$ cat config.mk
export PLATFORM = sky130hd
export DESIGN_NAME = memWriteback
export DESIGN_NICKNAME = d
export VERILOG_FILES = /design/src/hw/pipePkg.sv /design/src/hw/memWriteback.sv
export VERILOG_INCLUDE_DIRS = /design/src /design/src/hw
export SDC_FILE = /design/constraint.sdc
export NUM_CORES = 2
export LEC_CHECK = 0
export BUFFER_PORTS_ARGS = -buffer_cell sky130_fd_sc_hd__buf_2
export CORE_UTILIZATION = 29
export CTS_BUF_LIST = sky130_fd_sc_hd__clkbuf_16
export DETAILED_ROUTE_END_ITERATION = 10
export PLACE_DENSITY_LB_ADDON = 0.15
export SLEW_MARGIN = 20
export SYNTH_ARGS = -nofsm -noshare
export SYNTH_HDL_FRONTEND = slang
export SYNTH_SLANG_ARGS = --single-unit
$ cat constraint.sdc
create_clock -name clk -period 6.5 [get_ports clk]
set_input_delay 0.325 -clock clk [delete_from_list [all_inputs] [get_ports clk]]
set_output_delay 0.325 -clock clk [all_outputs]
set_load 0.01 [all_outputs]
$ cat src/hw/pipe_params.svh
`ifndef PIPE_PARAMS_SVH
`define PIPE_PARAMS_SVH

// Architectural integer registers, x0 included.
`define NUM_REGS 32

// Data memory size in 32-bit words. Addresses wrap at this size.
`define DMEM_WORDS 64

`define XLEN 32

// Register index width for NUM_REGS entries.
`define REG_AW 5

`endif

$ cat src/hw/pipePkg.sv
`include "pipe_params.svh"

package pipePkg;

    typedef struct packed {
        logic [6:0] funct7;
        logic [4:0] rs2;
        logic [4:0] rs1;
        logic [2:0] funct3;
        logic [4:0] rd;
        logic [6:0] opcode;
    } rType_s;

    typedef struct packed {
        logic [11:0] imm;
        logic [4:0]  rs1;
        logic [2:0]  funct3;
        logic [4:0]  rd;
        logic [6:0]  opcode;
    } iType_s;

    typedef struct packed {
        logic [6:0] immHi;
        logic [4:0] rs2;
        logic [4:0] rs1;
        logic [2:0] funct3;
        logic [4:0] immLo;
        logic [6:0] opcode;
    } sType_s;

    typedef struct packed {
        logic       imm12;
        logic [5:0] imm10_5;
        logic [4:0] rs2;
        logic [4:0] rs1;
        logic [2:0] funct3;
        logic [3:0] imm4_1;
        logic       imm11;
        logic [6:0] opcode;
    } bType_s;

    typedef struct packed {
        logic       imm20;
        logic [9:0] imm10_1;
        logic       imm11;
        logic [7:0] imm19_12;
        logic [4:0] rd;
        logic [6:0] opcode;
    } jType_s;

    // One instruction word, seen through each RISC-V format.
    typedef union packed {
        rType_s r;
        iType_s i;
        sType_s s;
        bType_s b;
        jType_s j;
    } instrWord_u;

    typedef enum logic [3:0] {
        ALU_ADD,
        ALU_SUB,
        ALU_AND,
        ALU_OR,
        ALU_XOR,
        ALU_SLT,
        ALU_SLL,
        ALU_SRL,
        ALU_PASSB
    } aluOp_e;

    typedef struct packed {
        logic   regWrite;
        logic   resultSrc; // 1 selects memory data.
        logic   memWrite;
        logic   memType;   // 1 is a byte access.
        aluOp_e aluCtrl;
        logic   aluSrc;    // 1 selects the immediate.
        logic   isBranch;
        logic   branchNe;
        logic   isJump;
    } ctrl_s;

    typedef struct packed {
        ctrl_s              ctrl;
        logic [`XLEN-1:0]   rd1;
        logic [`XLEN-1:0]   rd2;
        logic [`REG_AW-1:0] rs1;
        logic [`REG_AW-1:0] rs2;
        logic [`REG_AW-1:0] rd;
        logic [`XLEN-1:0]   extImm;
        logic [`XLEN-1:0]   pc;
        logic [`XLEN-1:0]   linkAddr;
    } decExe_s;

    typedef struct packed {
        logic               regWrite;
        logic               resultSrc;
        logic               memType;
        logic [`REG_AW-1:0] rd;
        logic [`XLEN-1:0]   aluResult;
        logic [1:0]         byteSel;
    } exeWb_s;

    typedef struct packed {
        logic [`REG_AW-1:0] rd;
        logic [`XLEN-1:0]   data;
    } wbPort_s;

endpackage

$ cat src/hw/memWriteback.sv
`include "pipe_params.svh"

module memWriteback import pipePkg::*; (
    input  logic             clk,
    input  logic             rst,
    input  exeWb_s           exeIn,
    input  logic             memWrite,
    input  logic             memType,
    input  logic [`XLEN-1:0] memAddr,
    input  logic [`XLEN-1:0] storeData,
    output logic             wbValid,
    output wbPort_s          wb
);

    localparam int AddrW = $clog2(`DMEM_WORDS);

    logic [`XLEN-1:0] mem [`DMEM_WORDS];
    logic [`XLEN-1:0] memRdata;
    logic [AddrW-1:0] wordIdx;
    logic [3:0]       laneEn;
    logic [7:0]       loadByte;
    exeWb_s           wbReg;

    assign wordIdx = memAddr[AddrW+1:2];
    assign laneEn  = memType ? (4'b0001 << memAddr[1:0]) : 4'b1111;

    always_ff @(posedge clk) begin
        if (rst) begin
            for (int i = 0; i < `DMEM_WORDS; i++) begin
                mem[i] <= '0;
            end
        end else if (memWrite) begin
            for (int b = 0; b < 4; b++) begin
                if (laneEn[b]) begin
                    mem[wordIdx][8*b +: 8] <= memType ? storeData[7:0] : storeData[8*b +: 8];
                end
            end
        end
    end

    always_ff @(posedge clk) begin
        memRdata <= mem[wordIdx];
    end

    always_ff @(posedge clk) begin
        wbReg <= exeIn;
        if (rst) begin
            wbReg.regWrite  <= 1'b0;
            wbReg.resultSrc <= 1'b0;
        end
    end

    assign loadByte = memRdata[8*wbReg.byteSel +: 8];

    always_comb begin
        wb.rd = wbReg.rd;
        if (!wbReg.resultSrc) begin
            wb.data = wbReg.aluResult;
        end else if (wbReg.memType) begin
            wb.data = {24'b0, loadByte}; // LBU zero-extends.
        end else begin
            wb.data = memRdata;
        end
    end

    assign wbValid = wbReg.regWrite && wbReg.rd != '0;

    wordAligned: assert property (@(posedge clk) disable iff (rst)
        ((memWrite || exeIn.resultSrc) && !memType) |-> memAddr[1:0] == 2'b00)
        else $error("misaligned word access at %h", memAddr);

endmodule

==> flow_summary.toml <==
[critical_path]
regToRegSetupSlack_ps = 4000
critPathRequiredTime_ps = 7040
r2r_cells = 5
slowest_stage = "nor2_1"
crit_path_max_incr_delay_ps = 1120
worstSetupEndpointType = "flop"
crit_type = "input pin to flop"
crit_path_cell_trace = "dlygate4sd3_1, buf_8, and2_4, nand2_1, nor2_1, buf_4, nand2_1, nand2b_1"
crit_fanout = 48
critPathLaunchType = "input pin"
path_common_cell = "nand2_1"
arrival_ps = 4890

[power_and_ir_drop]
p_int_uw = 23650
p_seq_share_pct = 50.6
p_leak_uw = 0.03730
power.total_uw = 31610
switchingPower_uw = 7956
p_comb_share_pct = 8.2
clockPowerShare_pct = 41.2
sw_frac_of_total_pct = 25.17
peakVddDrop_uv = 211.1
power.density_nw_per_um2 = 299.4

[status]
status = "finished clean"

[clock_network]
cts_inserted_buffers = 241
htree_levels = 4
cts.clk_slew.worst_paths_ps = 60
cts-root-buf = "clkbuf_16"
cts_sinks = 2122
hold_buffers = 63
cts_tree = "yes"
insertion_delay_ps = 930
cts_buffer_depth = 4
cts-resized-gates = 0
postCtsSetupBuffers = 0

[die]
die-area_um2 = 321200
coreArea_um2 = 317500
die_h_um = 566.8
num_io_pins = 148
rows = 207
die_w_um = 566.8
start_util_pct = 29.13

[timing]
timing.hold.ws_ps = 71.26
slew_headroom_pct = 10.16
skew_ps = 85.30
finalHoldViolations = 0
min_period_ps = 4347
tightest_slew_ps = 1343
max_clock_freq_mhz = 230.1
period_share_pct = 66.87
fin_setup_tns_ps = 0
slew_viol_final = 0
setup_viol = 0
rsz0062_at_grt = "no"

[routing]
wl_per_cell_um = 30.42
first_iter_violations = 7445
routed_wl_um = 355300
drt-pass1-iter-count = 8
via_per_inst = 5.488
antenna_left = 0
vias = 64085
drcViolationCount = 0

[synth]
ys_types = 57
synthTopCellsByArea = "edfxtp_1 66%, nor2_1 7.1%, and3_1 3.5%, a221oi_1 3.1%, mux2i_1 2.6%"
syn_area_um2 = 92500
syn_avg_cell_area_um2 = 12.46
syn-instance-count = 7424
async_reset_ff_share_pct = 0
netlist.area_leader.share_pct = 66.48
yosysTopAreaCell = "edfxtp_1"
yosysMostFrequentCell = "edfxtp_1"
ys_warn_count = 0
synth-seq-cells = 2122
ys.flop_type = "edfxtp_1"
synth-edff-count = 2048
synthesis.nets = 7534
synth_common_cells = "2,048 x edfxtp_1, 1,756 x nor2_1, 570 x clkbuf_1"
yosysSeqAreaShare_pct = 68.08

[global_routing]
grt_max_degree = 144
grt.overflow.total = 0
grt_pass1_vias = 62129
track_usage_pct = 21.41
antenna_found_initial = 33
grt_pass1_wl_um = 492500

[hold_path]
hold_path_class = "input pin to flop"
hold_depth = 2

[placement]
io_buffers = 123
hpwl_um = 223400
place_congestion = 0.8159

[finish]
drive_above_1_share_pct = 10.07
area_growth_pct = 14.11
fill_cells = 31274
nets = 7407

[flow_run]
drv_cap = 0
==> worst max-delay path: cells and delay by family <==
family	cells	cell delay, ps
buffers and inverters	3	1320
AND/OR/NAND/NOR	5	3100
==> cells in the final DEF (no fill, tap or decap), drive strengths merged, types with 74 or more instances in the layout <==
master  instances
edfxtp       2048
nor2         1757
and3          514
a221oi        329
buf           304
a22oi         294
nand2         291
clkbuf        244
mux2i         240
nand2b        201
o21ai         173
o22ai         130
inv           108
clkinv        107
a21o           78
dfxtp          74
==> worst paths after layout <==
| path | start | to |
|---|---|---|
| worst min-delay path | storeData[5] | mem[50][5]$_SDFFCE_PN0P_ |
| worst max-delay path | memAddr[3] | mem[15][27]$_SDFFCE_PN0P_ |
| worst min register to register | mem[22][11]$_SDFFCE_PN0P_ | memRdata[11]$_DFF_P_ |
| worst max register to register | mem[42][0]$_SDFFCE_PN0P_ | memRdata[0]$_DFF_P_ |
==> power by group through the flow <==
| stage | clock network (µW) | logic (µW) | registers [µW] |
|---|---|---|---|
| floorplan | 0 | 1420 | 16100 |
| global placement | 0 | 2550 | 16300 |
| detailed placement | 0 | 2560 | 16300 |
| CTS | 13200 | 2590 | 16000 |
| global route | 13700 | 2710 | 16000 |
| finish | 13000 | 2590 | 16000 |
==> stage by stage <==
step	util, %	instance area, µm²	setup WS (ps)	instances
3_3_place_gp	30.73	97560	1581	11171
6_report	33.24	105600	2153	11677
5_1_grt	33.24	105500	2200	11671
3_5_place_dp	30.73	97570	1543	11171
2_1_floorplan	-	92500	4186	7424
4_1_cts	33.24	105500	2387	11670
==> flip-flops by register name, indices dropped and copies added, names as in the netlist <==
register  count
mem        2048
wb            5
memRdata     32
wbReg        37
==> per-layer routing <==
metal	global-route usage (%)	wire [µm]
met5	0	48
met4	8.377	14940
met3	3.184	25690
met2	33.40	159700
met1	29.87	154900
==> cell families (layout without fill, tap and decap cells) <==
| family | after synthesis | count (layout) | share of synthesized area, % |
|---|---|---|---|
| AOI/OAI and AO/OA | 1382 | 1382 | 11.32 |
| buffers and inverters | 777 | 843 | 3.386 |
| DFF | 2122 | 2122 | 68.08 |
| muxes | 284 | 284 | 3.400 |
| other | 0 | 7 | 0 |
| and+or+nand+nor | 2859 | 2859 | 13.81 |
==> cell type report <==
cell class	count	area, µm²	share of cell area (%)
sequential	2122	62980	59.66
multi-input combinational	4525	27030	25.61
clock buffer	244	6106	5.784
tap	4180	5230	4.955
timing repair buffer	367	2806	2.659
clock inverter	192	1230	1.165
inverter	40	157.7	0.1494
antenna	7	17.52	0.01659
Power figures use the tool's default switching activity.
