$ cat config.mk
export PLATFORM = sky130hd
export DESIGN_NAME = regFile
export DESIGN_NICKNAME = d
export VERILOG_FILES = /design/src/hw/pipePkg.sv /design/src/hw/regFile.sv
export VERILOG_INCLUDE_DIRS = /design/src /design/src/hw
export SDC_FILE = /design/constraint.sdc
export NUM_CORES = 2
export LEC_CHECK = 0
export BUFFER_PORTS_ARGS = -buffer_cell sky130_fd_sc_hd__buf_4
export CORE_UTILIZATION = 55
export CTS_CLUSTER_DIAMETER = 30
export DETAILED_ROUTE_END_ITERATION = 12
export PLACE_DENSITY = 0.68
export SLEW_MARGIN = 10
export SYNTH_ARGS = -nofsm -noshare
export SYNTH_HDL_FRONTEND = slang
export SYNTH_SLANG_ARGS = --single-unit
$ cat constraint.sdc
create_clock -name clk -period 3 [get_ports clk]
set_clock_uncertainty 0.15 [all_clocks]
set_input_delay 0.3 -clock clk [delete_from_list [all_inputs] [get_ports clk]]
set_output_delay 0.3 -clock clk [all_outputs]
set_load 0.02 [all_outputs]
$ cat src/hw/pipe_params.svh
`ifndef PIPE_PARAMS_SVH
`define PIPE_PARAMS_SVH

// Architectural integer registers, x0 included.
`define NUM_REGS 32

// Data memory size in 32-bit words. Addresses wrap at this size.
`define DMEM_WORDS 64

`define XLEN 32

// Register index width for NUM_REGS entries.
`define REG_AW 5

`endif

$ cat src/hw/pipePkg.sv
`include "pipe_params.svh"

package pipePkg;

    typedef struct packed {
        logic [6:0] funct7;
        logic [4:0] rs2;
        logic [4:0] rs1;
        logic [2:0] funct3;
        logic [4:0] rd;
        logic [6:0] opcode;
    } rType_s;

    typedef struct packed {
        logic [11:0] imm;
        logic [4:0]  rs1;
        logic [2:0]  funct3;
        logic [4:0]  rd;
        logic [6:0]  opcode;
    } iType_s;

    typedef struct packed {
        logic [6:0] immHi;
        logic [4:0] rs2;
        logic [4:0] rs1;
        logic [2:0] funct3;
        logic [4:0] immLo;
        logic [6:0] opcode;
    } sType_s;

    typedef struct packed {
        logic       imm12;
        logic [5:0] imm10_5;
        logic [4:0] rs2;
        logic [4:0] rs1;
        logic [2:0] funct3;
        logic [3:0] imm4_1;
        logic       imm11;
        logic [6:0] opcode;
    } bType_s;

    typedef struct packed {
        logic       imm20;
        logic [9:0] imm10_1;
        logic       imm11;
        logic [7:0] imm19_12;
        logic [4:0] rd;
        logic [6:0] opcode;
    } jType_s;

    // One instruction word, seen through each RISC-V format.
    typedef union packed {
        rType_s r;
        iType_s i;
        sType_s s;
        bType_s b;
        jType_s j;
    } instrWord_u;

    typedef enum logic [3:0] {
        ALU_ADD,
        ALU_SUB,
        ALU_AND,
        ALU_OR,
        ALU_XOR,
        ALU_SLT,
        ALU_SLL,
        ALU_SRL,
        ALU_PASSB
    } aluOp_e;

    typedef struct packed {
        logic   regWrite;
        logic   resultSrc; // 1 selects memory data.
        logic   memWrite;
        logic   memType;   // 1 is a byte access.
        aluOp_e aluCtrl;
        logic   aluSrc;    // 1 selects the immediate.
        logic   isBranch;
        logic   branchNe;
        logic   isJump;
    } ctrl_s;

    typedef struct packed {
        ctrl_s              ctrl;
        logic [`XLEN-1:0]   rd1;
        logic [`XLEN-1:0]   rd2;
        logic [`REG_AW-1:0] rs1;
        logic [`REG_AW-1:0] rs2;
        logic [`REG_AW-1:0] rd;
        logic [`XLEN-1:0]   extImm;
        logic [`XLEN-1:0]   pc;
        logic [`XLEN-1:0]   linkAddr;
    } decExe_s;

    typedef struct packed {
        logic               regWrite;
        logic               resultSrc;
        logic               memType;
        logic [`REG_AW-1:0] rd;
        logic [`XLEN-1:0]   aluResult;
        logic [1:0]         byteSel;
    } exeWb_s;

    typedef struct packed {
        logic [`REG_AW-1:0] rd;
        logic [`XLEN-1:0]   data;
    } wbPort_s;

endpackage

$ cat src/hw/regFile.sv
`include "pipe_params.svh"

module regFile import pipePkg::*; (
    input  logic               clk,
    input  logic               rst,
    input  logic [`REG_AW-1:0] rs1,
    input  logic [`REG_AW-1:0] rs2,
    input  logic               wbValid,
    input  wbPort_s            wb,
    output logic [`XLEN-1:0]   rd1,
    output logic [`XLEN-1:0]   rd2
);

    logic [`XLEN-1:0] regs [`NUM_REGS];

    // Writeback never targets x0, which keeps its reset value.
    always_ff @(posedge clk) begin
        if (rst) begin
            for (int i = 0; i < `NUM_REGS; i++) begin
                regs[i] <= '0;
            end
        end else if (wbValid) begin
            regs[wb.rd] <= wb.data;
        end
    end

    // A write landing this cycle is visible to the reader right away.
    always_comb begin
        rd1 = (wbValid && wb.rd == rs1) ? wb.data : regs[rs1];
        rd2 = (wbValid && wb.rd == rs2) ? wb.data : regs[rs2];
        if (rs1 == '0) rd1 = '0;
        if (rs2 == '0) rd2 = '0;
    end

    xZeroHeld: assert property (@(posedge clk) disable iff (rst)
        wbValid |=> regs[0] == '0)
        else $error("x0 was overwritten by writeback");

endmodule

==> out/metrics.csv <==
stage,metric,value,unit
finish,largest reg by FF count,regs,
routing,Routed WL,217000,µm
critical_path,Setup Crit Path Kind,flop to primary output,
critical_path,CP Max Fanout,2,
sta,Fin. Hold Viols,0,
finish,layout cells sized above 1,0.328,
critical_path,Critical Path AT,2.69,ns
grt,Congestion Overflow GR,0,
routing,vias per inst,7.38,
grt,largest net degree at the start of global routing,52,
placed_design,DP HPWL,125000,µm
sta,Final min period,3.14,ns
grt,initial antenna violation count,17,
pwr,sequential power share,0.354,
routing,post-route ant nets,0,
floorplan,Chip Height,319,µm
synthesis,number of synthesized flops with an enable pin,1024,
sta,Slew Limit Fails,0,
routing,DRT Pass-1 Iters,8,
critical_path,CP Capture Type,primary output,
critical_path,cell at the slowest stage of the critical path,mux4_2,
finish,largest registers,regs x1024,
hold_path,Hold Path Class,primary input to flop,
floorplan,I/O pin total,114,
critical_path,CP Launch Type,flop,
grt,number of global-route vias before repair,41080,
clock_tree,total CTS buffers,219,
synthesis,sequential share of the synthesized area,0.556,
clock_tree,CTS tree,built,
clock_tree,CTS root buf,clkbuf_16,
sta,final worst slack,-0.143,ns
pwr,Net Sw Power,11.9,mW
sta,Slew HR,0.358,
synthesis,Post-Synthesis Cells,3832,
routing,total number of vias,41113,
synthesis,Mapped Avg Cell Area,14.4,µm²
sta,Max Fclk,0.318,GHz
synthesis,Syn Nets,3882,
synthesis,"FF+latch count, synth",1024,
placed_design,Placement Setup Slack,-0.00806,ns
synthesis,synth unique cells,50,
placed_design,Final GP Congestion,0.943,
synthesis,synth warn,0,
sta,Final period util,1.05,
synthesis,"Top FF cell, synth",edfxtp_1,
sta,Slew @ Worst Pin,0.963,ns
pwr,clock share of power,0.535,
pwr,total power,48.0,mW
critical_path,CP Data Required Time,2.55,ns
routing,routed length per instance,39.0,µm
critical_path,CP cell instances,mux4_2 > mux2_2 > o2111ai_4 > a31oi_2 > buf_4,
grt,GRT Total Usage,0.427,
clock_tree,Sink Count,1024,
placed_design,Port Buffer Count,113,
clock_tree,"CTS clk-pin slew, worst paths",0.05,ns
grt,first-pass GRT wire length,303000,µm
finish,Area Growth Syn to Fin,23.9,%
floorplan,die width,319,µm
pwr,Lkg Pwr,24.9,nW
sta,RSZ-0062 raised after global routing,true,
pwr,internal power,36.1,mW
floorplan,Rows,115,
critical_path,"slowest stage delay, CP",0.50,ns
clock_tree,H-tree levels,4,
critical_path,critical path buffer and inverter count,1,
run_status,outcome,"complete, but fails checks",
run,maxcap violations,0,
critical_path,"CP delay by family, top",multiplexers,
synthesis,Async SR Flop Fraction,0,
pwr,power density over the cells,701,nW/µm²
finish,Layout Nets,4132,
clock_tree,Longest Clk Path Bufs,3,
sta,Final setup viols,22,
floorplan,Initial Utilization,0.558,
routing,Iteration-0 DRC Markers,6867,
floorplan,area of the core,99000,µm²
pwr,worst vdd ir,489,µV
pwr,Comb pwr share,0.111,
run_status,violated checks,setup timing,
floorplan,die area,102000,µm²
finish,Largest register FFs,1024,
pwr,Sw Ratio,0.248,
synthesis,synthesized cell area,55300,µm²
routing,drt drc,0,
cell families (layout without fill, tap and decap cells):
group                     Yosys count  in the layout  synth area share
and+or+nand+nor                  1216           1216             0.133
DFF                              1024           1024             0.556
buffers and inverters             418            858            0.0354
muxes                             709            709             0.214
xor gates and xnor gates           10             10           0.00158
AOI/OAI and AO/OA                 455            455            0.0599
other                               0             14                 0
area by class of cell:
type | instances | area, µm²
Sequential cell | 1024 | 30700
Fill cell | 6462 | 30500
Multi-Input combinational cell | 2390 | 23600
Clock buffer | 245 | 5580
Timing Repair Buffer | 445 | 4610
Clock inverter | 166 | 2310
Tap cell | 1287 | 1610
Antenna cell | 14 | 35.0
Inverter | 2 | 7.51
tightest hold or removal path: cells and delay by family:
family / cells / cell delay, ns
buffers and inverters: 3 / 0.56
and+or+nand+nor: 1 / 0.22
worst paths after layout:
kind	slack (ns)	to	cells past startpoint	startpoint
setup / recovery	-0.14	rd2[1]	5	regs[23][1]$_SDFFCE_PN0P_
hold / removal	0.30	regs[28][26]$_SDFFCE_PN0P_	4	rst
per-layer routing:
| metal | GRT usage | up-vias | part of all wire |
|---|---|---|---|
| met1 | 0.534 | 20435 | 0.33 |
| met3 | 0.155 | 1054 | 0.16 |
| met4 | 0.288 | 4 | 0.076 |
| met5 | 0 | - | 0.000078 |
| met2 | 0.622 | 4259 | 0.43 |
| li1 | - | 15361 | - |
cell usage after synthesis (12+ instances only):
cell / instances / share of area
buf_2: 71 / 0.0064
buf_4: 21 / 0.0029
a32o_1: 32 / 0.0058
nor2_1: 49 / 0.0033
a211oi_1: 32 / 0.0043
clkbuf_1: 286 / 0.019
a221oi_1: 25 / 0.0040
a21oi_1: 65 / 0.0059
nand3_1: 12 / 0.0011
mux4_2: 377 / 0.15
o221ai_1: 38 / 0.0060
buf_6: 27 / 0.0055
o221a_2: 14 / 0.0029
o21ai_0: 60 / 0.0054
mux2i_1: 326 / 0.059
or2_2: 34 / 0.0038
o22ai_1: 35 / 0.0040
and2_1: 1027 / 0.12
edfxtp_1: 1024 / 0.56
a221o_1: 12 / 0.0022
nand2_1: 64 / 0.0043
a22oi_1: 111 / 0.015
per-stage QoR:
stage,TNS (ns),area (µm²),std cells,utilization,hold WS [ns]
after floorplan,0,55300,3832,-,0.348
after global placement,-0.0225,59300,5112,0.599,0.657
after detailed placement,-0.00806,59300,5112,0.599,0.678
after CTS,-1.79,68100,5555,0.688,0.231
after global routing,-2.42,68400,5560,0.691,0.310
final,-1.56,68500,5573,0.692,0.301
power by group through the flow:
stage	logic, mW	registers (mW)	clock network, mW
after floorplan	2.75	17.0	0
after global placement	4.76	17.1	0
after detailed placement	4.82	17.2	0
after CTS	5.05	17.0	25.7
after global routing	5.37	17.1	26.4
final	5.32	17.0	25.7
layout by cell type (no fill, tap or decap), drive strengths merged, types with 60 or more instances in the layout:
| cell type | n |
|---|---|
| a21oi | 65 |
| a22oi | 111 |
| and2 | 1028 |
| buf | 413 |
| clkbuf | 245 |
| clkinv | 84 |
| edfxtp | 1024 |
| mux2i | 326 |
| mux4 | 377 |
| nand2 | 64 |
| o21ai | 60 |
timing repair:
action	4_1_cts	5_1_grt
setup buffers	11	4
gates resized for setup	158	77
hold buffers	32	0
pin swaps	69	45
setup endpoints to repair	55	57
endpoints found under the hold margin	1024	0
cloned	0	0
No activity file was read; power rests on OpenSTA's default activity.
