[src/hw/pipe_params.svh]
`ifndef PIPE_PARAMS_SVH
`define PIPE_PARAMS_SVH

// Architectural integer registers, x0 included.
`define NUM_REGS 32

// Data memory size in 32-bit words. Addresses wrap at this size.
`define DMEM_WORDS 64

`define XLEN 32

// Register index width for NUM_REGS entries.
`define REG_AW 5

`endif

[src/hw/pipePkg.sv]
`include "pipe_params.svh"

package pipePkg;

    typedef struct packed {
        logic [6:0] funct7;
        logic [4:0] rs2;
        logic [4:0] rs1;
        logic [2:0] funct3;
        logic [4:0] rd;
        logic [6:0] opcode;
    } rType_s;

    typedef struct packed {
        logic [11:0] imm;
        logic [4:0]  rs1;
        logic [2:0]  funct3;
        logic [4:0]  rd;
        logic [6:0]  opcode;
    } iType_s;

    typedef struct packed {
        logic [6:0] immHi;
        logic [4:0] rs2;
        logic [4:0] rs1;
        logic [2:0] funct3;
        logic [4:0] immLo;
        logic [6:0] opcode;
    } sType_s;

    typedef struct packed {
        logic       imm12;
        logic [5:0] imm10_5;
        logic [4:0] rs2;
        logic [4:0] rs1;
        logic [2:0] funct3;
        logic [3:0] imm4_1;
        logic       imm11;
        logic [6:0] opcode;
    } bType_s;

    typedef struct packed {
        logic       imm20;
        logic [9:0] imm10_1;
        logic       imm11;
        logic [7:0] imm19_12;
        logic [4:0] rd;
        logic [6:0] opcode;
    } jType_s;

    // One instruction word, seen through each RISC-V format.
    typedef union packed {
        rType_s r;
        iType_s i;
        sType_s s;
        bType_s b;
        jType_s j;
    } instrWord_u;

    typedef enum logic [3:0] {
        ALU_ADD,
        ALU_SUB,
        ALU_AND,
        ALU_OR,
        ALU_XOR,
        ALU_SLT,
        ALU_SLL,
        ALU_SRL,
        ALU_PASSB
    } aluOp_e;

    typedef struct packed {
        logic   regWrite;
        logic   resultSrc; // 1 selects memory data.
        logic   memWrite;
        logic   memType;   // 1 is a byte access.
        aluOp_e aluCtrl;
        logic   aluSrc;    // 1 selects the immediate.
        logic   isBranch;
        logic   branchNe;
        logic   isJump;
    } ctrl_s;

    typedef struct packed {
        ctrl_s              ctrl;
        logic [`XLEN-1:0]   rd1;
        logic [`XLEN-1:0]   rd2;
        logic [`REG_AW-1:0] rs1;
        logic [`REG_AW-1:0] rs2;
        logic [`REG_AW-1:0] rd;
        logic [`XLEN-1:0]   extImm;
        logic [`XLEN-1:0]   pc;
        logic [`XLEN-1:0]   linkAddr;
    } decExe_s;

    typedef struct packed {
        logic               regWrite;
        logic               resultSrc;
        logic               memType;
        logic [`REG_AW-1:0] rd;
        logic [`XLEN-1:0]   aluResult;
        logic [1:0]         byteSel;
    } exeWb_s;

    typedef struct packed {
        logic [`REG_AW-1:0] rd;
        logic [`XLEN-1:0]   data;
    } wbPort_s;

endpackage

[src/hw/instrDecoder.sv]
`include "pipe_params.svh"

module instrDecoder import pipePkg::*; (
    input  instrWord_u         instr,
    output ctrl_s              ctrl,
    output logic [`XLEN-1:0]   extImm,
    output logic [`REG_AW-1:0] rs1,
    output logic [`REG_AW-1:0] rs2,
    output logic [`REG_AW-1:0] rd
);

    localparam logic [6:0] OP_REG    = 7'b0110011;
    localparam logic [6:0] OP_IMM    = 7'b0010011;
    localparam logic [6:0] OP_LOAD   = 7'b0000011;
    localparam logic [6:0] OP_STORE  = 7'b0100011;
    localparam logic [6:0] OP_BRANCH = 7'b1100011;
    localparam logic [6:0] OP_JAL    = 7'b1101111;

    logic [`XLEN-1:0] immI;
    logic [`XLEN-1:0] immS;
    logic [`XLEN-1:0] immB;
    logic [`XLEN-1:0] immJ;

    function automatic aluOp_e aluOf(input logic [2:0] funct3, input logic isSub);
        aluOp_e op;
        case (funct3)
            3'b000:  op = isSub ? ALU_SUB : ALU_ADD;
            3'b001:  op = ALU_SLL;
            3'b010:  op = ALU_SLT;
            3'b100:  op = ALU_XOR;
            3'b101:  op = ALU_SRL;
            3'b110:  op = ALU_OR;
            default: op = ALU_AND;
        endcase
        return op;
    endfunction

    assign rs1 = instr.r.rs1;
    assign rs2 = instr.r.rs2;
    assign rd  = instr.r.rd;

    assign immI = {{20{instr.i.imm[11]}}, instr.i.imm};
    assign immS = {{20{instr.s.immHi[6]}}, instr.s.immHi, instr.s.immLo};
    assign immB = {{19{instr.b.imm12}}, instr.b.imm12, instr.b.imm11,
                   instr.b.imm10_5, instr.b.imm4_1, 1'b0};
    assign immJ = {{11{instr.j.imm20}}, instr.j.imm20, instr.j.imm19_12,
                   instr.j.imm11, instr.j.imm10_1, 1'b0};

    always_comb begin
        ctrl   = '0;
        extImm = '0;
        case (instr.r.opcode)
            OP_REG: begin
                ctrl.regWrite = 1'b1;
                ctrl.aluCtrl  = aluOf(instr.r.funct3, instr.r.funct7[5]);
            end
            OP_IMM: begin
                ctrl.regWrite = 1'b1;
                ctrl.aluSrc   = 1'b1;
                ctrl.aluCtrl  = aluOf(instr.i.funct3, 1'b0);
                extImm        = immI;
            end
            OP_LOAD: begin
                ctrl.regWrite  = 1'b1;
                ctrl.resultSrc = 1'b1;
                ctrl.aluSrc    = 1'b1;
                ctrl.memType   = (instr.i.funct3 == 3'b100); // LBU, else LW.
                extImm         = immI;
            end
            OP_STORE: begin
                ctrl.memWrite = 1'b1;
                ctrl.aluSrc   = 1'b1;
                ctrl.memType  = (instr.s.funct3 == 3'b000); // SB, else SW.
                extImm        = immS;
            end
            OP_BRANCH: begin
                ctrl.isBranch = 1'b1;
                ctrl.branchNe = instr.b.funct3[0];
                extImm        = immB;
            end
            OP_JAL: begin
                ctrl.regWrite = 1'b1;
                ctrl.isJump   = 1'b1;
                extImm        = immJ;
            end
            default: ctrl = '0;
        endcase

        // SLTU and the halfword forms are not implemented and run as no-ops.
        if (instr.r.opcode == OP_REG || instr.r.opcode == OP_IMM) begin
            if (instr.r.funct3 == 3'b011) ctrl = '0;
        end
        if (instr.r.opcode == OP_LOAD) begin
            if (instr.i.funct3 != 3'b010 && instr.i.funct3 != 3'b100) ctrl = '0;
        end
        if (instr.r.opcode == OP_STORE) begin
            if (instr.s.funct3 != 3'b000 && instr.s.funct3 != 3'b010) ctrl = '0;
        end
        if (instr.r.opcode == OP_BRANCH && instr.b.funct3[2:1] != 2'b00) ctrl = '0;
    end

endmodule

[config.mk]
export PLATFORM = sky130hd
export DESIGN_NAME = instrDecoder
export DESIGN_NICKNAME = d
export VERILOG_FILES = /design/src/hw/pipePkg.sv /design/src/hw/instrDecoder.sv
export VERILOG_INCLUDE_DIRS = /design/src /design/src/hw
export SDC_FILE = /design/constraint.sdc
export NUM_CORES = 1
export LEC_CHECK = 0
export BUFFER_PORTS_ARGS = -buffer_cell sky130_fd_sc_hd__buf_4
export CELL_PAD_IN_SITES_DETAIL_PLACEMENT = 0
export CELL_PAD_IN_SITES_GLOBAL_PLACEMENT = 2
export CORE_UTILIZATION = 15
export DETAILED_ROUTE_END_ITERATION = 7
export PLACE_DENSITY = 0.88
export SYNTH_ARGS = -nofsm -noshare
export SYNTH_HDL_FRONTEND = slang
export SYNTH_SLANG_ARGS = --single-unit
[constraint.sdc]
create_clock -name vclk -period 4.22
set_clock_uncertainty 0.05 [all_clocks]
set_input_delay 1.266 -clock vclk [all_inputs]
set_output_delay 1.266 -clock vclk [all_outputs]
set_load 0.1 [all_outputs]
==> results of run 1 <==
==> placed cells by master (no fill, tap or decap), types with 2 or more instances in the layout <==
cell type	n
a21oi_1	3
nor2b_1	2
buf_4	96
nor3b_2	6
nor4_2	2
xnor2_1	2
and3_1	2
nor2_1	2
o211ai_1	2
a21oi_2	10
inv_1	2
nor4b_2	2
or2_2	2
nand3_1	12
nand2_1	6
o2bb2ai_1	4
==> final timing paths <==
check	endpoint	slack (ps)	cells after the start
setup / recovery	extImm[31]	180	5
hold / removal	rs1[1]	2820	2
==> critical path, delay by kind of cell <==
family / cells / cell delay [ps]
compound gates: 1 / 200
simple gates: 1 / 450
buf+inv: 2 / 530
mux: 1 / 260
==> cell families after synthesis <==
kind of cell,share of synthesized area [%]
compound gates,19.2
mux,2.72
buf+inv,32.9
xor+xnor,3.36
simple gates,41.4
other cells,0.479
==> Yosys cell counts <==
library cell  instances  area [sq um]
or4b_1                1          10.0
nor2_1                3          11.3
nand2b_1              1          6.26
mux2i_1               1          10.0
xnor2_1               2          17.5
conb_1                1          3.75
xor2_1                1          8.76
nand3_1              12          60.1
nor2_4                1          11.3
nor4b_1               2          17.5
o21a_1                1          7.51
o21bai_1              1          7.51
buf_1                 1          3.75
nand2_1               6          22.5
a22oi_1               2          15.0
clkbuf_1              2          7.51
and4b_2               1          11.3
and2_1                1          6.26
or4_1                 1          7.51
nand4_1               1          6.26
nand4b_1              1          8.76
and3_2                1          7.51
a21oi_1              14          70.1
nor2b_1               2          12.5
o2bb2ai_1             4          35.0
nor3b_1               8          60.1
buf_2                 5          25.0
or2_2                 2          12.5
and3b_1               1          8.76
inv_1                 2          7.51
nor4_1                3          18.8
nand3b_1              1          7.51
o211ai_1              2          15.0
nor3_1                1          5.00
buf_4                27           203
and3_1                2          12.5
mux2_2                1          11.3
buf_6                 1          11.3
==> layout make-up <==
cell class                 count  area (sq um)  area share [%]
timing repair buffer          96           721            49.2
inverter                       2          7.51           0.512
tap                           67          83.8            5.72
multi-input combinational     82           653            44.6
==> routing by layer <==
layer | vias to the layer above | wire, um
met1 | 455 | 1320
li1 | 530 | -
met2 | 50 | 1500
met4 | 0 | 0
met5 | - | 0
met3 | 0 | 277
==> stage by stage <==
stage                     hold WS, ps  setup WS, ps  TNS [ps]  power (mW)  util (%)
after floorplan                  2690          -584    -11600       0.147         -
after global placement           2820           239         0       0.188      30.0
after detailed placement         2820           182         0       0.189      30.0
after CTS                        2820           168         0       0.189      30.0
after global routing             2820          19.2         0       0.196      30.0
final                            2820           181         0       0.187      30.0
==> where the power goes <==
| part | internal [mW] | switching, mW |
|---|---|---|
| Sequential | 0 | 0 |
| Combinational | 0.0507 | 0.137 |
| Clock | 0 | 0 |
| Total | 0.0507 | 0.137 |
==> run_results.csv, run 1 <==
group,metric,value,unit
synth,synth_cell_types,38,
grt,grt_busiest_layer,"met2",
critical_path,cpPeakStageDelay,450,ps
synth,yosysWarnings,0,
sta,timing_max_transition_violations_final,0,
placed_design,place_hpwl,2590,um
critical_path,timing.critical_path.required,2900,ps
die,floorplan.rows,25,
synth,mapped_cells,120,
synth,syn-mean-instance-area,6.53,sq um
sta,setup_violations,0,
clock_tree,postCtsResizedCells,0,
synth,share_of_synthesized_area_occupied_by_flip_flops_and_latches,0,%
die,core_region,0.00488,sq mm
die,design.portCount,91,
clock_tree,post_cts.repair.setup_buffers,0,
critical_path,cp-end-kind,"output pin",
worst_hold_path,hold_class,"input port to output pin",
die,die_width,74.3,um
critical_path,cp_data_arrival_time,2720,ps
final_layout,syn_to_final_growth,87.1,%
synth,synth.net_count,152,
detailed_routing,wl_per_cell,12.5,um
grt,gr-usage-met1,12.4,%
die,floorplan.die.height,74.3,um
detailed_routing,drtPass1Iterations,4,
status,status,"finished clean",
grt,grt_overflow_total,0,
sta,share_of_the_cycle_needed_by_the_critical_path_after_routing,95.7,%
final_layout,final_area,0.00147,sq mm
critical_path,timing.critical_path.from_type,"input port",
synth,netlist_area,783,sq um
detailed_routing,drt_first_iter_violations,31,
detailed_routing,drt-vias-per-instance,4.19,
placed_design,io_buffers,90,
final_layout,final.fill_count,555,
sta,rsz_0062_raised_after_global_routing,"no",
placed_design,dp_cells,247,
final_layout,instances_no_fill,247,
worst_hold_path,timing.hold.worst.start,"instr[16]",
detailed_routing,ant_nets,0,
detailed_routing,drt_drc_violations_left,0,
placed_design,place_area,0.00147,sq mm
critical_path,critical_path_class,"input port to output pin",
final_layout,final_layout_size_suffix_gt1_share,70.6,%
power_and_ir_drop,power_density,128,mW/mm^2
critical_path,crit_slowest_cell,"nor3b_4",
die,design.die.area,0.00551,sq mm
grt,wire_length_of_the_first_global_routing_pass,4270,um
clock_tree,total_of_hold_buffers_inserted_after_clock_tree_synthesis,0,
power_and_ir_drop,p_leak,0.655,nW
final_layout,nets,214,
die,initial_core_util,16.1,%
grt,grt_pass1_vias,906,
grt,global_route.usage.total,9.68,%
final_layout,clock_buffers,0,
grt,use_met3,1.49,%
detailed_routing,via_count,1035,
power_and_ir_drop,ir_worst_vdd,67.3,uV
sta,period_minus_slack,4040,ps
grt,grt_max_degree,19,
placed_design,gp_routability_congestion,0.821,
critical_path,critPathMaxFanout,12,
final_layout,num_antenna_cells,0,
sta,fmax,0.248,GHz
critical_path,critical_path.cell_chain,"buf_4, mux2i_1, a22oi_1, nor3b_4, buf_4",
flow_run,total_of_max_cap_violations,0,
grt,grt_util_met2,18.1,%
sta,final-hold-violation-count,0,
final_layout,ff_latch_area,0,sq um
grt,antenna_found_initial,0,
critical_path,critPathLaunch,"instr[5]",
final_layout,seq_cells,0,
detailed_routing,routed_wl,3090,um
critical_path,cp_common_cell,"buf_4",
(Power assumes the default switching activity.)
==> run 2: changes to the inputs <==
ABC_CLOCK_PERIOD_IN_PS = 4220   (was default)
RECOVER_POWER = 100   (was default)
==> run 2 against run 1 <==
Effect of this change: critical path type unchanged; sequential share of layout area is the same; first-iteration DRC count shrank 13%; non-clock buffer count is the same; final cell count is the same; clock-buffer cell count is the same; die area is the same; worst setup slack lost 14 ps.
==> run_results.csv, run 2 (synthesis gave the netlist of run 1 again) <==
group,metric,value,unit
grt,grt_max_degree,19,
sta,final-hold-violation-count,0,
sta,slew_headroom,20.9,%
grt,grt_overflow_total,0,
detailed_routing,via_count,1039,
sta,fmax,0.247,GHz
placed_design,gp_routability_congestion,0.821,
final_layout,nets,214,
flow_run,total_of_max_cap_violations,0,
placed_design,place_hpwl,2590,um
grt,global_route.usage.total,9.68,%
placed_design,io_buffers,90,
final_layout,final_common_cell,"buf_4",
power_and_ir_drop,power_density,132,mW/mm^2
clock_tree,postCtsResizedCells,0,
die,initial_core_util,16.1,%
critical_path,timing.critical_path.from_type,"input port",
sta,share_of_the_cycle_needed_by_the_critical_path_after_routing,96.0,%
detailed_routing,routed_wl,3070,um
die,floorplan.die.height,74.3,um
detailed_routing,drtPass1Iterations,4,
worst_hold_path,hold_class,"input port to output pin",
critical_path,cp-end-kind,"output pin",
final_layout,syn_to_final_growth,73.5,%
clock_tree,post_cts.repair.setup_buffers,0,
final_layout,most-common-layout-cells,"buf_4 (51), clkbuf_2 (15), clkbuf_1 (15)",
critical_path,cp_data_arrival_time,2740,ps
sta,setup_violations,0,
power_and_ir_drop,p_leak,0.583,nW
detailed_routing,wl_per_cell,12.4,um
grt,antenna_found_initial,0,
final_layout,seq_cells,0,
placed_design,place_area,0.00147,sq mm
critical_path,critPathMaxFanout,12,
critical_path,critical_path_class,"input port to output pin",
die,floorplan.rows,25,
sta,rsz_0062_raised_after_global_routing,"no",
final_layout,clock_buffers,0,
grt,grt_pass1_vias,906,
grt,wire_length_of_the_first_global_routing_pass,4270,um
die,die_width,74.3,um
sta,timing.hold.ws,2950,ps
critical_path,timing.critical_path.required,2900,ps
die,core_region,0.00488,sq mm
final_layout,final_area,0.00136,sq mm
detailed_routing,drt_first_iter_violations,27,
clock_tree,total_of_hold_buffers_inserted_after_clock_tree_synthesis,0,
detailed_routing,drt-vias-per-instance,4.21,
final_layout,num_antenna_cells,0,
sta,worst_slew_pin_slew,1190,ps
sta,timing_max_transition_violations_final,0,
die,design.portCount,91,
detailed_routing,drt_drc_violations_left,0,
final_layout,final_layout_size_suffix_gt1_share,62.2,%
die,design.die.area,0.00551,sq mm
power_and_ir_drop,ir_worst_vdd,63.8,uV
sta,period_minus_slack,4050,ps
status,status,"finished clean",
detailed_routing,ant_nets,0,
final_layout,ff_latch_area,0,sq um
run 2: critical path, cell delays in order:
cell and delay, ps:
buf_4 160, nor2b_1 190, or4b_1 530, a22oi_2 130, buf_2 450
run 2: per-layer routing:
layer | vias up | track usage, % | part of all wire [%] | routed length [um]
li1 | 529 | - | - | -
met1 | 456 | 12.4 | 42 | 1280
met2 | 54 | 18.1 | 49 | 1490
met3 | 0 | 1.49 | 9.5 | 290
met4 | 0 | 0 | 0 | 0
met5 | - | 0 | 0 | 0
run 2: final timing paths:
kind / depth (start not counted) / slack [ps] / from / endpoint
worst min-delay path: 3 / 2950 / instr[14] / ctrl[1]
worst max-delay path: 5 / 170 / instr[5] / ctrl[11]
run 2: metrics by stage:
stage | power, mW | setup TNS, ps | worst slack, ps | utilization [%] | instances
2_1_floorplan | 0.147 | -11600 | -584 | - | 120
5_1_grt | 0.188 | 0 | 21.1 | 27.8 | 247
4_1_cts | 0.189 | 0 | 168 | 30.0 | 247
3_3_place_gp | 0.188 | 0 | 239 | 30.0 | 247
6_report | 0.179 | 0 | 167 | 27.8 | 247
3_5_place_dp | 0.189 | 0 | 182 | 30.0 | 247
run 2: final cells by class:
| class | count | area (sq um) |
|---|---|---|
| Multi-Input combinational cell | 82 | 653 |
| Timing Repair Buffer | 96 | 614 |
| Tap cell | 67 | 83.8 |
| Fill cell | 583 | 3520 |
| Inverter | 2 | 7.51 |
run 2: report_power, final:
group          switching (mW)  leakage (nW)  total, mW  internal [mW]
clock                       0             0          0              0
sequential                  0             0          0              0
combinational           0.136         0.583      0.179         0.0424
total                   0.136         0.583      0.179         0.0424
==> run 3: changes to the inputs <==
CORE_ASPECT_RATIO = 2   (was default)
==> run 3 against run 2 <==
Effect of this change: critical path depth did not move; worst hold slack got worse by 2.0 ps; sequential share of layout area did not move; global-route usage rose by 1.3 points; wire length rose by 4.2%; sequential cell count did not move; core utilization fell by 1.1 points; non-clock buffer count fell by 1; final area fell by 2.6%; first-iteration DRC count fell by 37%; die area rose by 0.32%; critical endpoint unchanged.
==> run_results.csv, run 3 (synthesis gave the netlist of run 1 again) <==
group,metric,value,unit
sta,timing.hold.ws,2950,ps
placed_design,place_hpwl,2660,um
critical_path,crit_family,"simple AND/OR/NAND/NOR gates",
die,design.die.area,0.00553,sq mm
grt,global_route.usage.total,11.0,%
sta,slew_headroom,19.0,%
final_layout,num_antenna_cells,0,
grt,grt_overflow_total,0,
final_layout,instances_no_fill,236,
final_layout,syn_to_final_growth,69.0,%
critical_path,crit_slowest_cell,"or4b_1",
final_layout,final.fill_count,600,
power_and_ir_drop,power_density,135,mW/mm^2
critical_path,critical_path_class,"input port to output pin",
power_and_ir_drop,switching_power,0.137,mW
die,die_width,53.1,um
grt,grt_max_degree,19,
clock_tree,post_cts.repair.setup_buffers,0,
sta,final-hold-violation-count,0,
critical_path,cpPeakStageDelay,520,ps
power_and_ir_drop,combinationalPowerShare,100.0,%
sta,fmax,0.248,GHz
power_and_ir_drop,power.share.switching,76.7,%
power_and_ir_drop,internal_power,0.0414,mW
sta,period_minus_slack,4040,ps
placed_design,post-place-ws,208,ps
sta,rsz_0062_raised_after_global_routing,"no",
final_layout,fin_util,26.7,%
grt,antenna_found_initial,0,
sta,timing_max_transition_violations_final,0,
critical_path,timing.critical_path.buf_inv,2,
final_layout,ff_latch_area,0,sq um
flow_run,total_of_max_cap_violations,0,
die,design.portCount,91,
detailed_routing,drt_drc_violations_left,0,
sta,timing.final.ws_setup,182,ps
sta,setup_violations,0,
sta,share_of_the_cycle_needed_by_the_critical_path_after_routing,95.7,%
clock_tree,total_of_hold_buffers_inserted_after_clock_tree_synthesis,0,
final_layout,seq_cells,0,
critical_path,timing.critical_path.required,2900,ps
detailed_routing,drt-vias-per-instance,4.40,
power_and_ir_drop,clock_power_share,0,%
clock_tree,postCtsResizedCells,0,
final_layout,multi_input_gate_area_in_the_final_layout,653,sq um
final_layout,nets,213,
placed_design,io_buffers,90,
power_and_ir_drop,seqPwrFrac,0,%
sta,worst_slew_pin_slew,1220,ps
critical_path,timing.critical_path.from_type,"input port",
placed_design,dp_cells,236,
critical_path,cp-end-kind,"output pin",
final_layout,most-common-layout-cells,"buf_4 (40), clkbuf_2 (20), clkbuf_1 (15)",
grt,wire_length_of_the_first_global_routing_pass,4710,um
status,status,"finished clean",
grt,grt_pass1_vias,959,
critical_path,critPathMaxFanout,12,
die,core_region,0.00495,sq mm
power_and_ir_drop,ir_worst_vdd,56.5,uV
detailed_routing,routed_wl,3190,um
final_layout,final_layout_size_suffix_gt1_share,62.0,%
die,initial_core_util,15.8,%
worst_hold_path,hold_class,"input port to output pin",
power_and_ir_drop,finalPower,0.178,mW
detailed_routing,wl_per_cell,13.5,um
detailed_routing,via_count,1039,
detailed_routing,drtPass1Iterations,3,
critical_path,critical_path.cell_chain,"buf_4, nor2b_1, or4b_1, a22oi_2, buf_2",
power_and_ir_drop,p_leak,0.572,nW
detailed_routing,ant_nets,0,
die,floorplan.die.height,104,um
final_layout,clock_buffers,0,
detailed_routing,drt_first_iter_violations,17,
die,floorplan.rows,36,
final_layout,final_common_cell,"buf_4",
placed_design,gp_routability_congestion,0.710,
critical_path,cp_data_arrival_time,2720,ps
-- run 3: final timing paths --
kind,from,end,slack [ps],cells after the start
worst max-delay path,instr[5],ctrl[11],180,5
worst min-delay path,instr[25],extImm[5],2950,3
-- run 3: power groups by stage --
| stage | sequential [mW] | combinational [mW] | clock [mW] |
|---|---|---|---|
| after floorplan | 0 | 0.147 | 0 |
| after global placement | 0 | 0.188 | 0 |
| after detailed placement | 0 | 0.188 | 0 |
| after CTS | 0 | 0.189 | 0 |
| after global routing | 0 | 0.186 | 0 |
| final | 0 | 0.178 | 0 |
-- run 3: through the flow --
step | instance area, sq um | TNS [ps]
after global routing | 1320 | 0
after global placement | 1450 | 0
after CTS | 1450 | 0
after detailed placement | 1450 | 0
final | 1320 | 0
after floorplan | 927 | -11600
-- run 3: area by class of cell --
| type | instances | share of cell area [%] |
|---|---|---|
| inverter | 2 | 0.567 |
| tap | 57 | 5.39 |
| multi-input combinational | 82 | 49.3 |
| timing repair buffer | 95 | 44.7 |
-- run 3: routing by layer --
metal / GRT usage (%) / vias up / routed length [um] / share of wire (%)
met4: 0 / 0 / 0 / 0
li1: - / 524 / - / -
met1: 10.7 / 464 / 1080 / 34
met2: 23.4 / 51 / 1850 / 58
met3: 1.17 / 0 / 256 / 8.0
met5: 0 / - / 0 / 0
